File: config.mk
export PLATFORM = sky130hd
export DESIGN_NAME = cnn_top
export DESIGN_NICKNAME = d
export VERILOG_FILES = /design/src/logic/cnn_pkg.sv /design/src/logic/cnn_top.sv /design/src/logic/conv_row_layer.sv /design/src/logic/conv_sequencer.sv /design/src/logic/max_pool_row.sv /design/src/logic/row_counter.sv /design/src/logic/row_parallelize.sv /design/src/logic/row_serialize.sv
export SDC_FILE = /design/constraint.sdc
export NUM_CORES = 2
export LEC_CHECK = 0
export ABC_AREA = 1
export ABC_CLOCK_PERIOD_IN_PS = 14400
export BUFFER_PORTS_ARGS = -buffer_cell sky130_fd_sc_hd__buf_2
export CAP_MARGIN = 10
export CORE_MARGIN = 4
export CORE_UTILIZATION = 65
export DETAILED_ROUTE_END_ITERATION = 7
export GPL_ROUTABILITY_DRIVEN = 0
export HOLD_SLACK_MARGIN = 0.02
export MAX_ROUTING_LAYER = met4
export PLACE_DENSITY = 0.84
export SYNTH_ARGS = -nofsm -noshare
export SYNTH_HDL_FRONTEND = slang
export SYNTH_SLANG_ARGS = --single-unit
export TNS_END_PERCENT = 1
File: constraint.sdc
create_clock -name clock_i -period 14.4 [get_ports clock_i]
set_input_delay 2.88 -clock clock_i [delete_from_list [all_inputs] [get_ports clock_i]]
set_output_delay 2.88 -clock clock_i [all_outputs]
set_load 0.01 [all_outputs]
File: src/logic/cnn_pkg.sv
// Shared sizes, kernel weights, row types and sequencer states for the CNN pipeline and its testbench
package cnn_pkg;

    // Image geometry
    localparam int IMG_WIDTH      = 8;
    localparam int PIXEL_BITS     = 8;
    localparam int OUT_CHANNELS   = 2;
    localparam int POOL_WIDTH     = IMG_WIDTH / 2;
    localparam int WEIGHT_Q_SHIFT = 6;

    // Indexed [channel][kernel row][kernel column], row 0 is the row above
    localparam logic signed [7:0] KERNEL_WEIGHTS [OUT_CHANNELS][3][3] = '{
        // Box filter, window sum / 16
        '{'{8'sd4, 8'sd4, 8'sd4}, '{8'sd4, 8'sd4, 8'sd4}, '{8'sd4, 8'sd4, 8'sd4}},
        // Vertical edge, above minus below
        '{'{8'sd0, 8'sd64, 8'sd0}, '{8'sd0, 8'sd0, 8'sd0}, '{8'sd0, -8'sd64, 8'sd0}}
    };

    // One image row, pix[0] is the leftmost pixel
    typedef struct packed {
        logic [IMG_WIDTH-1:0][PIXEL_BITS-1:0] pix;
    } pixel_row_t;

    // One convolution row, val[channel][column]
    typedef struct packed {
        logic [OUT_CHANNELS-1:0][IMG_WIDTH-1:0][PIXEL_BITS-1:0] val;
    } feature_row_t;

    // One pooled row, val[channel][column]
    typedef struct packed {
        logic [OUT_CHANNELS-1:0][POOL_WIDTH-1:0][PIXEL_BITS-1:0] val;
    } pool_row_t;

    typedef enum logic [1:0] {
        SEQ_IDLE,
        SEQ_PRIME,
        SEQ_STREAM,
        SEQ_FLUSH
    } seq_state_t;

endpackage

File: src/logic/cnn_top.sv
// Top level of the streaming feature extractor, pixels in and pooled feature words out
`timescale 1ns/1ps

module cnn_top (
    input  logic        clock_i,
    input  logic        rst_n_i,
    input  logic [31:0] in_data_i,
    input  logic        in_valid_i,
    output logic        upstream_stall_o,
    output logic [31:0] out_data_o,
    output logic        out_valid_o,
    input  logic        downstream_stall_i
);

    cnn_pkg::pixel_row_t   par_row;
    logic                  par_row_valid;
    logic                  par_row_accept;
    logic                  row_last;
    logic                  conv_load;
    logic                  conv_flush;
    logic                  conv_busy;
    cnn_pkg::feature_row_t conv_row;
    logic                  conv_row_valid;
    logic                  conv_row_accept;
    cnn_pkg::pool_row_t    pool_row;
    logic                  pool_row_valid;
    logic                  pool_row_accept;

    row_parallelize row_parallelize_inst (
        .clock_i(clock_i), .rst_n_i(rst_n_i),
        .in_data_i(in_data_i), .in_valid_i(in_valid_i),
        .upstream_stall_o(upstream_stall_o),
        .row_o(par_row), .row_valid_o(par_row_valid), .row_accept_i(par_row_accept)
    );

    // The load strobe marks each row taken from the parallelizer
    row_counter row_counter_inst (
        .clock_i(clock_i), .rst_n_i(rst_n_i),
        .row_taken_i(conv_load), .row_last_o(row_last)
    );

    conv_sequencer conv_sequencer_inst (
        .clock_i(clock_i), .rst_n_i(rst_n_i),
        .row_valid_i(par_row_valid), .row_last_i(row_last), .out_busy_i(conv_busy),
        .row_accept_o(par_row_accept), .load_o(conv_load), .flush_o(conv_flush)
    );

    conv_row_layer conv_row_layer_inst (
        .clock_i(clock_i), .rst_n_i(rst_n_i),
        .row_i(par_row), .load_i(conv_load), .flush_i(conv_flush), .out_busy_o(conv_busy),
        .out_row_o(conv_row), .out_row_valid_o(conv_row_valid),
        .out_row_accept_i(conv_row_accept)
    );

    max_pool_row max_pool_row_inst (
        .clock_i(clock_i), .rst_n_i(rst_n_i),
        .in_row_i(conv_row), .in_row_valid_i(conv_row_valid),
        .in_row_accept_o(conv_row_accept),
        .out_row_o(pool_row), .out_row_valid_o(pool_row_valid),
        .out_row_accept_i(pool_row_accept)
    );

    row_serialize row_serialize_inst (
        .clock_i(clock_i), .rst_n_i(rst_n_i),
        .in_row_i(pool_row), .in_row_valid_i(pool_row_valid),
        .in_row_accept_o(pool_row_accept),
        .out_data_o(out_data_o), .out_valid_o(out_valid_o),
        .downstream_stall_i(downstream_stall_i)
    );

endmodule

File: src/logic/conv_row_layer.sv
// Line buffer and 3x3 two-channel convolution producing one clamped feature row per window
`timescale 1ns/1ps

module conv_row_layer (
    input  logic                  clock_i,
    input  logic                  rst_n_i,
    input  cnn_pkg::pixel_row_t   row_i,
    input  logic                  load_i,
    input  logic                  flush_i,
    output logic                  out_busy_o,
    output cnn_pkg::feature_row_t out_row_o,
    output logic                  out_row_valid_o,
    input  logic                  out_row_accept_i
);

    cnn_pkg::pixel_row_t   prev_q;
    cnn_pkg::pixel_row_t   cur_q;
    cnn_pkg::pixel_row_t   new_row;
    logic                  primed_q;
    logic                  produce;
    logic                  out_valid_q;
    cnn_pkg::feature_row_t out_row_q;
    cnn_pkg::feature_row_t conv_d;
    logic [2:0][cnn_pkg::IMG_WIDTH-1:0][cnn_pkg::PIXEL_BITS-1:0] window;

    assign new_row = flush_i ? '0 : row_i;
    assign produce = flush_i || (load_i && primed_q);

    assign window[0] = prev_q.pix;
    assign window[1] = cur_q.pix;
    assign window[2] = new_row.pix;

    always_comb begin
        int acc;
        int col;
        conv_d = '0;
        for (int ch = 0; ch < cnn_pkg::OUT_CHANNELS; ch++) begin
            for (int x = 0; x < cnn_pkg::IMG_WIDTH; x++) begin
                acc = 0;
                for (int ky = 0; ky < 3; ky++) begin
                    for (int kx = 0; kx < 3; kx++) begin
                        col = x + kx - 1;
                        // Columns outside the row read as zero
                        if (col >= 0 && col < cnn_pkg::IMG_WIDTH) begin
                            acc += int'(cnn_pkg::KERNEL_WEIGHTS[ch][ky][kx])
                                   * int'({1'b0, window[ky][col]});
                        end
                    end
                end
                acc = acc >>> cnn_pkg::WEIGHT_Q_SHIFT;
                // Clamp to pixel range, negative sums give the ReLU
                if (acc < 0) begin
                    conv_d.val[ch][x] = '0;
                end else if (acc > (1 << cnn_pkg::PIXEL_BITS) - 1) begin
                    conv_d.val[ch][x] = '1;
                end else begin
                    conv_d.val[ch][x] = acc[cnn_pkg::PIXEL_BITS-1:0];
                end
            end
        end
    end

    // Line buffer, a load into an empty buffer starts a frame with zero padding above
    always_ff @(posedge clock_i) begin
        if (load_i || flush_i) begin
            prev_q <= primed_q ? cur_q : '0;
            cur_q  <= new_row;
        end
        if (produce) begin
            out_row_q <= conv_d;
        end
    end

    always_ff @(posedge clock_i) begin
        if (!rst_n_i) begin
            primed_q    <= 1'b0;
            out_valid_q <= 1'b0;
        end else begin
            if (flush_i) begin
                primed_q <= 1'b0;
            end else if (load_i) begin
                primed_q <= 1'b1;
            end
            if (produce) begin
                out_valid_q <= 1'b1;
            end else if (out_row_accept_i) begin
                out_valid_q <= 1'b0;
            end
        end
    end

    assign out_row_o       = out_row_q;
    assign out_row_valid_o = out_valid_q;
    assign out_busy_o      = out_valid_q;

endmodule

File: src/logic/conv_sequencer.sv
// Frame controller that decides when rows are loaded into the line buffer and when it is flushed
`timescale 1ns/1ps

module conv_sequencer (
    input  logic clock_i,
    input  logic rst_n_i,
    input  logic row_valid_i,
    input  logic row_last_i,
    input  logic out_busy_i,
    output logic row_accept_o,
    output logic load_o,
    output logic flush_o
);

    cnn_pkg::seq_state_t state_q;
    cnn_pkg::seq_state_t state_d;

    always_comb begin
        state_d = state_q;
        load_o  = 1'b0;
        flush_o = 1'b0;
        case (state_q)
            cnn_pkg::SEQ_IDLE: begin
                // First row of a frame only primes the buffer
                if (row_valid_i && !out_busy_i) begin
                    load_o  = 1'b1;
                    state_d = cnn_pkg::SEQ_PRIME;
                end
            end
            cnn_pkg::SEQ_PRIME, cnn_pkg::SEQ_STREAM: begin
                if (row_valid_i && !out_busy_i) begin
                    load_o  = 1'b1;
                    state_d = row_last_i ? cnn_pkg::SEQ_FLUSH : cnn_pkg::SEQ_STREAM;
                end
            end
            cnn_pkg::SEQ_FLUSH: begin
                // Zero row below the last image row
                if (!out_busy_i) begin
                    flush_o = 1'b1;
                    state_d = cnn_pkg::SEQ_IDLE;
                end
            end
            default: state_d = cnn_pkg::SEQ_IDLE;
        endcase
    end

    always_ff @(posedge clock_i) begin
        if (!rst_n_i) begin
            state_q <= cnn_pkg::SEQ_IDLE;
        end else begin
            state_q <= state_d;
        end
    end

    assign row_accept_o = load_o;

endmodule

File: src/logic/max_pool_row.sv
// 2x2 max pooling that stores each even feature row and combines it with the following odd row
`timescale 1ns/1ps

module max_pool_row (
    input  logic                  clock_i,
    input  logic                  rst_n_i,
    input  cnn_pkg::feature_row_t in_row_i,
    input  logic                  in_row_valid_i,
    output logic                  in_row_accept_o,
    output cnn_pkg::pool_row_t    out_row_o,
    output logic                  out_row_valid_o,
    input  logic                  out_row_accept_i
);

    cnn_pkg::feature_row_t held_q;
    cnn_pkg::pool_row_t    pool_q;
    cnn_pkg::pool_row_t    pool_d;
    logic                  odd_q;
    logic                  out_valid_q;
    logic                  take;

    // Even rows always fit, odd rows need a free output register
    assign in_row_accept_o = !odd_q || !out_valid_q;
    assign take            = in_row_valid_i && in_row_accept_o;

    always_comb begin
        logic [cnn_pkg::PIXEL_BITS-1:0] top_max;
        logic [cnn_pkg::PIXEL_BITS-1:0] bot_max;
        pool_d = '0;
        for (int ch = 0; ch < cnn_pkg::OUT_CHANNELS; ch++) begin
            for (int x = 0; x < cnn_pkg::POOL_WIDTH; x++) begin
                top_max = (held_q.val[ch][2*x] > held_q.val[ch][2*x+1]) ?
                          held_q.val[ch][2*x] : held_q.val[ch][2*x+1];
                bot_max = (in_row_i.val[ch][2*x] > in_row_i.val[ch][2*x+1]) ?
                          in_row_i.val[ch][2*x] : in_row_i.val[ch][2*x+1];
                pool_d.val[ch][x] = (top_max > bot_max) ? top_max : bot_max;
            end
        end
    end

    always_ff @(posedge clock_i) begin
        if (take && !odd_q) begin
            held_q <= in_row_i;
        end
        if (take && odd_q) begin
            pool_q <= pool_d;
        end
    end

    always_ff @(posedge clock_i) begin
        if (!rst_n_i) begin
            odd_q       <= 1'b0;
            out_valid_q <= 1'b0;
        end else begin
            if (take) begin
                odd_q <= !odd_q;
            end
            if (take && odd_q) begin
                out_valid_q <= 1'b1;
            end else if (out_row_accept_i) begin
                out_valid_q <= 1'b0;
            end
        end
    end

    assign out_row_o       = pool_q;
    assign out_row_valid_o = out_valid_q;

endmodule

File: src/logic/row_counter.sv
// Tracks the image row position within a frame and flags the final row
`timescale 1ns/1ps

module row_counter (
    input  logic clock_i,
    input  logic rst_n_i,
    input  logic row_taken_i,
    output logic row_last_o
);

    logic [2:0] row_idx_q;

    // Wraps to row 0 after the last row of a frame
    always_ff @(posedge clock_i) begin
        if (!rst_n_i) begin
            row_idx_q <= '0;
        end else if (row_taken_i) begin
            row_idx_q <= row_idx_q + 3'd1;
        end
    end

    assign row_last_o = (row_idx_q == 3'(cnn_pkg::IMG_WIDTH - 1));

endmodule

File: src/logic/row_parallelize.sv
// Gathers streamed pixels into a full image row and holds it until the convolution accepts it
`timescale 1ns/1ps

module row_parallelize (
    input  logic                clock_i,
    input  logic                rst_n_i,
    input  logic [31:0]         in_data_i,
    input  logic                in_valid_i,
    output logic                upstream_stall_o,
    output cnn_pkg::pixel_row_t row_o,
    output logic                row_valid_o,
    input  logic                row_accept_i
);

    logic [2:0]          col_q;
    logic                row_valid_q;
    cnn_pkg::pixel_row_t row_q;
    logic                take_pixel;

    assign take_pixel = in_valid_i && !row_valid_q;

    // Shift from the top so the first pixel lands in column 0
    always_ff @(posedge clock_i) begin
        if (take_pixel) begin
            row_q.pix <= {in_data_i[cnn_pkg::PIXEL_BITS-1:0],
                          row_q.pix[cnn_pkg::IMG_WIDTH-1:1]};
        end
    end

    always_ff @(posedge clock_i) begin
        if (!rst_n_i) begin
            col_q       <= '0;
            row_valid_q <= 1'b0;
        end else if (take_pixel) begin
            col_q <= col_q + 3'd1;
            if (col_q == 3'(cnn_pkg::IMG_WIDTH - 1)) begin
                row_valid_q <= 1'b1;
            end
        end else if (row_valid_q && row_accept_i) begin
            row_valid_q <= 1'b0;
        end
    end

    assign row_o            = row_q;
    assign row_valid_o      = row_valid_q;
    assign upstream_stall_o = row_valid_q;

endmodule

File: src/logic/row_serialize.sv
// Sends each pooled row as eight channel-major words, holding while the output is stalled
`timescale 1ns/1ps

module row_serialize (
    input  logic               clock_i,
    input  logic               rst_n_i,
    input  cnn_pkg::pool_row_t in_row_i,
    input  logic               in_row_valid_i,
    output logic               in_row_accept_o,
    output logic [31:0]        out_data_o,
    output logic               out_valid_o,
    input  logic               downstream_stall_i
);

    cnn_pkg::pool_row_t row_q;
    logic [2:0]         word_idx_q;
    logic               busy_q;
    logic               load;

    assign in_row_accept_o = !busy_q;
    assign load            = in_row_valid_i && !busy_q;

    always_ff @(posedge clock_i) begin
        if (load) begin
            row_q <= in_row_i;
        end
    end

    always_ff @(posedge clock_i) begin
        if (!rst_n_i) begin
            busy_q     <= 1'b0;
            word_idx_q <= '0;
        end else if (load) begin
            busy_q     <= 1'b1;
            word_idx_q <= '0;
        end else if (busy_q && !downstream_stall_i) begin
            word_idx_q <= word_idx_q + 3'd1;
            if (word_idx_q == 3'(cnn_pkg::OUT_CHANNELS * cnn_pkg::POOL_WIDTH - 1)) begin
                busy_q <= 1'b0;
            end
        end
    end

    // Word index is column + channel * POOL_WIDTH
    assign out_data_o  = 32'(row_q.val[word_idx_q / cnn_pkg::POOL_WIDTH]
                                      [word_idx_q % cnn_pkg::POOL_WIDTH]);
    assign out_valid_o = busy_q;

endmodule

---- After elaboration in Yosys (flattened, before gate mapping) ----
Cells that the tools add are included.
storage, ports and cells
  register bits after elaboration ......... 593
  bits of input ports ..................... 36
  output and inout port bits .............. 34
  logic and storage cells ................. 322
operators by class
  add/subtract/negate cells ............... 76
  $lt $le $gt $ge ......................... 58
  eq/ne operators ......................... 11
  multiplexer cells ....................... 64
  bitwise operators ....................... 1
  reduce and logical (&&, ||, !) cells .... 30
operators with widths
  kind                                                             count
  adder 32 x 11 -> 32 bit                                          49
  greater-than comparator 26 x 9 -> 1 bit (second input constant)  16
  less-than comparator 26 x 1 -> 1 bit (second input constant)     16
  two-way mux 8 bit                                                41
  adder 15 x 32 -> 32 bit                                          8
  negation 8 -> 26 bit                                             8
  greater-than comparator 8 bit                                    24
  adder 10 x 10 -> 11 bit                                          7
  two-way mux 32 bit                                               2
  two-way mux 64 bit                                               1
  binary-select mux 8 bit (select 2 bit)                           1
  two-way mux 1 bit                                                15
  adder 11 x 10 -> 12 bit                                          1
  adder 3 x 1 -> 3 bit (second input constant)                     3
  == test 3 bit (second input constant)                            3
  logical AND 1 bit                                                9
  nonzero test 2 bit                                               4
  zero test 1 bit                                                  6
  two-way mux 2 bit                                                3
  != test 2 bit (second input constant)                            3
  one-hot mux 2 bit (3 select lines)                               1
  OR reduction 2 bit                                               3
  == test 2 bit (second input constant)                            2
  != test 2 x 1 -> 1 bit (second input constant)                   2
  9 further kinds                                                  12

---- Logic depth before layout (Yosys ltp) ----
  word-level depth ........................ 10
  mapped depth ............................ 28

---- By module ----
From an unflattened synthesis, not the netlist that was laid out.
unflattened totals
  cell total of the unflattened synthesis .. 4,487
  area, all modules ....................... 44,825.5 um2
by module, submodules not included
  module           times used  cells an instance  area each (um2)  seq. area each (um2)
  conv_row_layer   1           2,303              24,273.3         7,667.4
  max_pool_row     1           1,721              14,903.0         5,805.6
  row_serialize    1           326                3,213.1          2,001.9
  row_parallelize  1           92                 2,124.5          2,001.9
  conv_sequencer   1           26                 173.9            40.0
  row_counter      1           19                 137.6            60.1

---- Least setup slack after synthesis ----
Ideal clock, no wire load.
  kind .................................... flip-flop to flip-flop
  from .................................... register row_parallelize_inst.row_valid_q (netlist: row_parallelize_inst.row_valid_o)
  to ...................................... register conv_row_layer_inst.out_row_q, in the netlist conv_row_layer_inst.out_row_o[0] (enable)
  setup time .............................. 0.787 ns
  data arrival time ....................... 9.792 ns
  setup slack ............................. 3.821 ns
  stages on the path, launching flop included .. 7
  path buffers ............................ 0
  period minus slack after synthesis ...... 10.579 ns
  cells stage by stage .................... dfxtp_1 inv_1 nor2_1 inv_1 nor2_1 inv_1 o21ai_0
on the way
  cells in the longest elaborated chain, start to end .. 5
RTL lines
  what                             RTL line                                    RTL
  start, declared                  row_parallelize.sv:16                       logic row_valid_q;
  start signal, assigned           row_parallelize.sv:33                       row_valid_q <= 1'b0;
  start signal, assigned           row_parallelize.sv:37                       row_valid_q <= 1'b1;
  start signal, assigned           row_parallelize.sv:40                       row_valid_q <= 1'b0;
  logical AND 1 bit                conv_sequencer.sv:25, conv_sequencer.sv:31
  two-way mux 1 bit                conv_sequencer.sv:25, conv_sequencer.sv:31
  two-way mux 1 bit                --
  logical AND 1 bit                conv_row_layer.sv:27                        assign produce = flush_i || (load_i && primed_q);
  logical OR 1 bit                 conv_row_layer.sv:27
  net conv_row_layer_inst.produce  conv_row_layer.sv:20                        logic produce;
  end signal, assigned             conv_row_layer.sv:70                        out_row_q <= conv_d;
  end, declared                    conv_row_layer.sv:22                        cnn_pkg::feature_row_t out_row_q;
The timed path passes the listed nets, and every way through them passes these cells.
A chain may end at the register's enable or synchronous reset.

---- Final worst setup path ----
  from .................................... register conv_row_layer_inst.prev_q[16] in the netlist's numbering
  to ...................................... register conv_row_layer_inst.out_row_q, in the netlist conv_row_layer_inst.out_row_o[21] (data pin)
on the way
  cells in the longest elaborated chain, start to end .. 10
  elaborated cells on any way between the ends .. 11
  classes of those cells .................. add/sub: 8; order compare: 2; mux: 1
RTL lines
  what                                       RTL line              RTL
  start, declared                            conv_row_layer.sv:16  cnn_pkg::pixel_row_t prev_q;
  start signal, assigned                     conv_row_layer.sv:66  prev_q <= primed_q ? cur_q : '0;
  adder 10 x 10 -> 11 bit (*)                conv_row_layer.sv:45  acc += int'(cnn_pkg::KERNEL_WEIGHTS[ch][ky][kx])
  adder 32 x 11 -> 32 bit (*) (7 in series)  conv_row_layer.sv:45
  greater-than comparator 26 x 9 -> 1 bit    conv_row_layer.sv:54  end else if (acc > (1 << cnn_pkg::PIXEL_BITS) - 1) begin
  two-way mux 8 bit                          conv_row_layer.sv:54
Mark *: on every way between the ends. The rest lies on a longest branch, timed or not.

==> summary.md <==
| Metric | Value |
|---|---|
| Fillers | `4458` |
| Seq/Total Area, Yosys | `39.3%` |
| Clk slew on worst S/H paths | `0.06 ns` |
| Largest net degree at the start of global routing | `68` |
| DPL Wire Length | `81200 um` |
| PortBufs | `21` |
| Post-synth EDFFs | `572` |
| Post-route setup TNS | `0 ns` |
| Synth cell types | `53` |
| Final core utilization | `70.5%` |
| R2R cell count | `26` |
| Hold WC Path Type | `reg -> reg` |
| Worst-margin pin slew | `1.06 ns` |
| Row Count | `95` |
| Iteration-0 DRC Markers | `4246` |
| CP Max Fanout | `4` |
| Average cell area after synthesis | `9.44 um2` |
| Pwr/cell area | `107 mW/mm2` |
| Die area | `0.0729 mm2` |
| Critical Path Stages | `26` |
| Most frequent cells in the layout | `1083 x inv_1, 958 x nand2_1, 572 x edfxtp_1` |
| Layout cell share with drive strength beyond 1 | `5.11%` |
| IO Pins | `70` |
| GR Layer Usage met3 | `6.88%` |
| Dpl cells | `5594` |
| DR vias/cell | `5.68` |
| Hold path cells | `0` |
| GRT overflow | `0` |
| Gr usage total | `29.5%` |
| Final Max Tran Viols | `0` |
| Post-CTS Setup Bufs | `0` |
| Most common cell after layout, fill and taps aside | `inv_1` |
| CP required | `14.80 ns` |
| Die Y | `270 um` |
| Post-CTS Hold Fix Bufs | `0` |
| Buffers & Inverters on Critical Path | `6` |
| Hold Violations, Final | `0` |
| Area taken by multi-input logic gates | `0.0227 mm2` |
| Core Footprint | `0.0676 mm2` |
| Initial antenna violation count | `1` |
| Clock skew | `0.0215 ns` |
| Pre-CTS setup slack | `8.44 ns` |
| Synth Flop Type | `edfxtp_1` |
| Crit end category | `flop` |
| Ys async rst share | `0%` |
| DR WL/cell | `18.3 um` |
| Crit path largest cell delay | `0.57 ns` |
| Most frequent cell on the critical path | `nand2_1` |
| Lkg Pwr | `0.0234 uW` |
| Number of buffers created by CTS | `61` |
| CTS resizes | `0` |
| Crit share post-route | `43.1%` |
| Met2 usage | `44.5%` |
| Status | `finished, final reports clean` |
| Synth-to-Final Area Change | `6.93%` |
| # DRC | `0` |
| Worst-Skew Late Latency | `0.66 ns` |
| Final setup fails | `0` |
| TritonRoute pass-1 iters | `8` |
| Root buffer cell | `clkbuf_16` |
| Max-Cap Viols | `0` |
| Vias in the first global route | `32100` |
| WS Path Type | `reg -> reg` |
| Unrepaired setup endpoints after global routing | `false` |
| Register area | `0.0175 mm2` |
| TritonCTS clock tree | `built` |
| Met1 usage | `40.5%` |
| Tmin final | `6.20 ns` |
| Synthesized area | `0.0446 mm2` |
| Syn. warnings | `0` |
| Arrival time at the worst endpoint | `6.60 ns` |
| Startpoint types | `flop` |
| H-tree Lvls | `2` |
| CP max stage cell | `fa_1` |
| Via count | `32400` |
| Antenna-violating nets left | `0` |
| Synthesized flop and latch total | `589` |
| Post-Layout Cell Count | `5706` |
| GRT busiest layer | `met2` |
| First-pass GRT wire length | `167000 um` |
| NumNets Final | `5569` |
| Sinks on the clock net | `589` |
| Final wirelength | `105000 um` |
| Maximum clock frequency | `161 MHz` |
| Slew HR | `29.1%` |
| Syn Inst Count | `4725` |
| Top delay family on crit path | `adder cells` |
| Starting Density | `66.0%` |
| Die width | `270 um` |
| Setup ws final | `8.20 ns` |
| Max VDD drop | `0.0777 mV` |
| CTS Buffer Depth | `3` |
kinds of logic (layout without fill, tap and decap cells):
family	after synthesis	in the layout	share of synthesized area, %
xor+xnor	149	149	2.92
fa+ha+maj	749	749	26.4
compound gates	491	491	6.16
buf+inv	1158	1242	10.0
other cells	1	25	0.00840
simple gates	1588	1588	15.2
flops	589	589	39.3
sequential cells by signal (all words and copies together) (netlist names):
register,flops
conv_row_layer_inst.primed_q,1
row_serialize_inst.word_idx_q,3
row_parallelize_inst.row_o,64
conv_row_layer_inst.out_busy_o,1
conv_row_layer_inst.cur_q,64
row_parallelize_inst.col_q,3
conv_sequencer_inst.state_q,2
row_counter_inst.row_idx_q,3
max_pool_row_inst.held_q,126
row_serialize_inst.out_valid_o,1
conv_row_layer_inst.out_row_o,126
row_serialize_inst.row_q,64
conv_row_layer_inst.prev_q,64
max_pool_row_inst.odd_q,1
max_pool_row_inst.out_row_valid_o,1
max_pool_row_inst.out_row_o,64
row_parallelize_inst.row_valid_o,1
worst paths after layout:
check	startpoint	end	slack, ns
worst max register to register	conv_row_layer_inst.prev_q[16]	conv_row_layer_inst.out_row_o[21]	8.20
worst max-delay path	conv_row_layer_inst.prev_q[16]	conv_row_layer_inst.out_row_o[21]	8.20
worst min-delay path	max_pool_row_inst.out_row_o[49]	row_serialize_inst.row_q[49]	0.42
worst min register to register	max_pool_row_inst.out_row_o[49]	row_serialize_inst.row_q[49]	0.42
per-layer routing:
metal	share of wire [%]	vias up
li1	-	15200
met1	41	15200
met2	44	1721
met3	11	294
met4	3.5	0
met5	0	-
where the power goes:
part	switching, uW	leakage, uW	internal, uW
logic	963	0.0170	560
registers	14.7	0.00535	1950
clock network	693	0.000991	928
total	1670	0.0234	3440
final cells by class:
type / instances / share of cell area (%)
Inverter: 1096 / 8.63
Clock inverter: 43 / 0.962
Clock buffer: 68 / 3.30
Tap cell: 873 / 2.29
Multi-Input combinational cell: 3001 / 47.7
Timing Repair Buffer: 35 / 0.441
Sequential cell: 589 / 36.7
Antenna cell: 1 / 0.00524
stage by stage:
step | power (uW) | hold WS (ns) | area, um2
finish | 5110 | 0.416 | 47700
global route | 5380 | 0.423 | 47700
detailed placement | 3460 | 0.405 | 45700
CTS | 5080 | 0.417 | 47700
global placement | 3380 | 0.400 | 45700
floorplan | 3050 | 0.400 | 44700
worst reg2reg max path: stages (launching register included):
cell and delay [ns]:
edfxtp_1 0.48, ha_1 0.27, inv_1 0.07, fa_1 0.41
o21ai_0 0.48, nand2_1 0.15, nand2_1 0.11, a21oi_1 0.10
xor2_1 0.17, inv_1 0.07, fa_1 0.48, inv_1 0.06
fa_1 0.50, fa_1 0.52, fa_1 0.57, inv_1 0.05
ha_1 0.37, nand2_1 0.15, inv_1 0.06, a21oi_1 0.20
nand2_1 0.09, nand2_1 0.09, nand2_1 0.07, nand2_1 0.08
nand2_1 0.09, xnor2_1 0.19, inv_1 0.07
cell usage after synthesis (7+ instances only):
cell	count	area [um2]
a21o_1	16	120
nor3_1	21	105
clkbuf_1	28	105
fa_1	323	6470
inv_1	1085	4070
a31oi_1	23	144
nor2_2	8	50.1
o211ai_1	24	180
or2_2	63	394
nor2_1	207	777
o21ai_0	142	711
nand2_2	15	93.8
xnor2_1	58	508
and2_1	7	43.8
nand3_1	232	1160
nor4_1	7	43.8
o21bai_1	11	82.6
edfxtp_1	572	17200
nand4_1	43	269
xor2_1	91	797
buf_4	25	188
dfxtp_1	17	340
o21ai_1	11	55.1
ha_1	426	5330
a21oi_1	221	1110
o22ai_1	14	87.6
nand3b_1	15	113
nand2_1	959	3600
a211oi_1	13	97.6
Note: power is estimated with default switching activity, not from simulation.
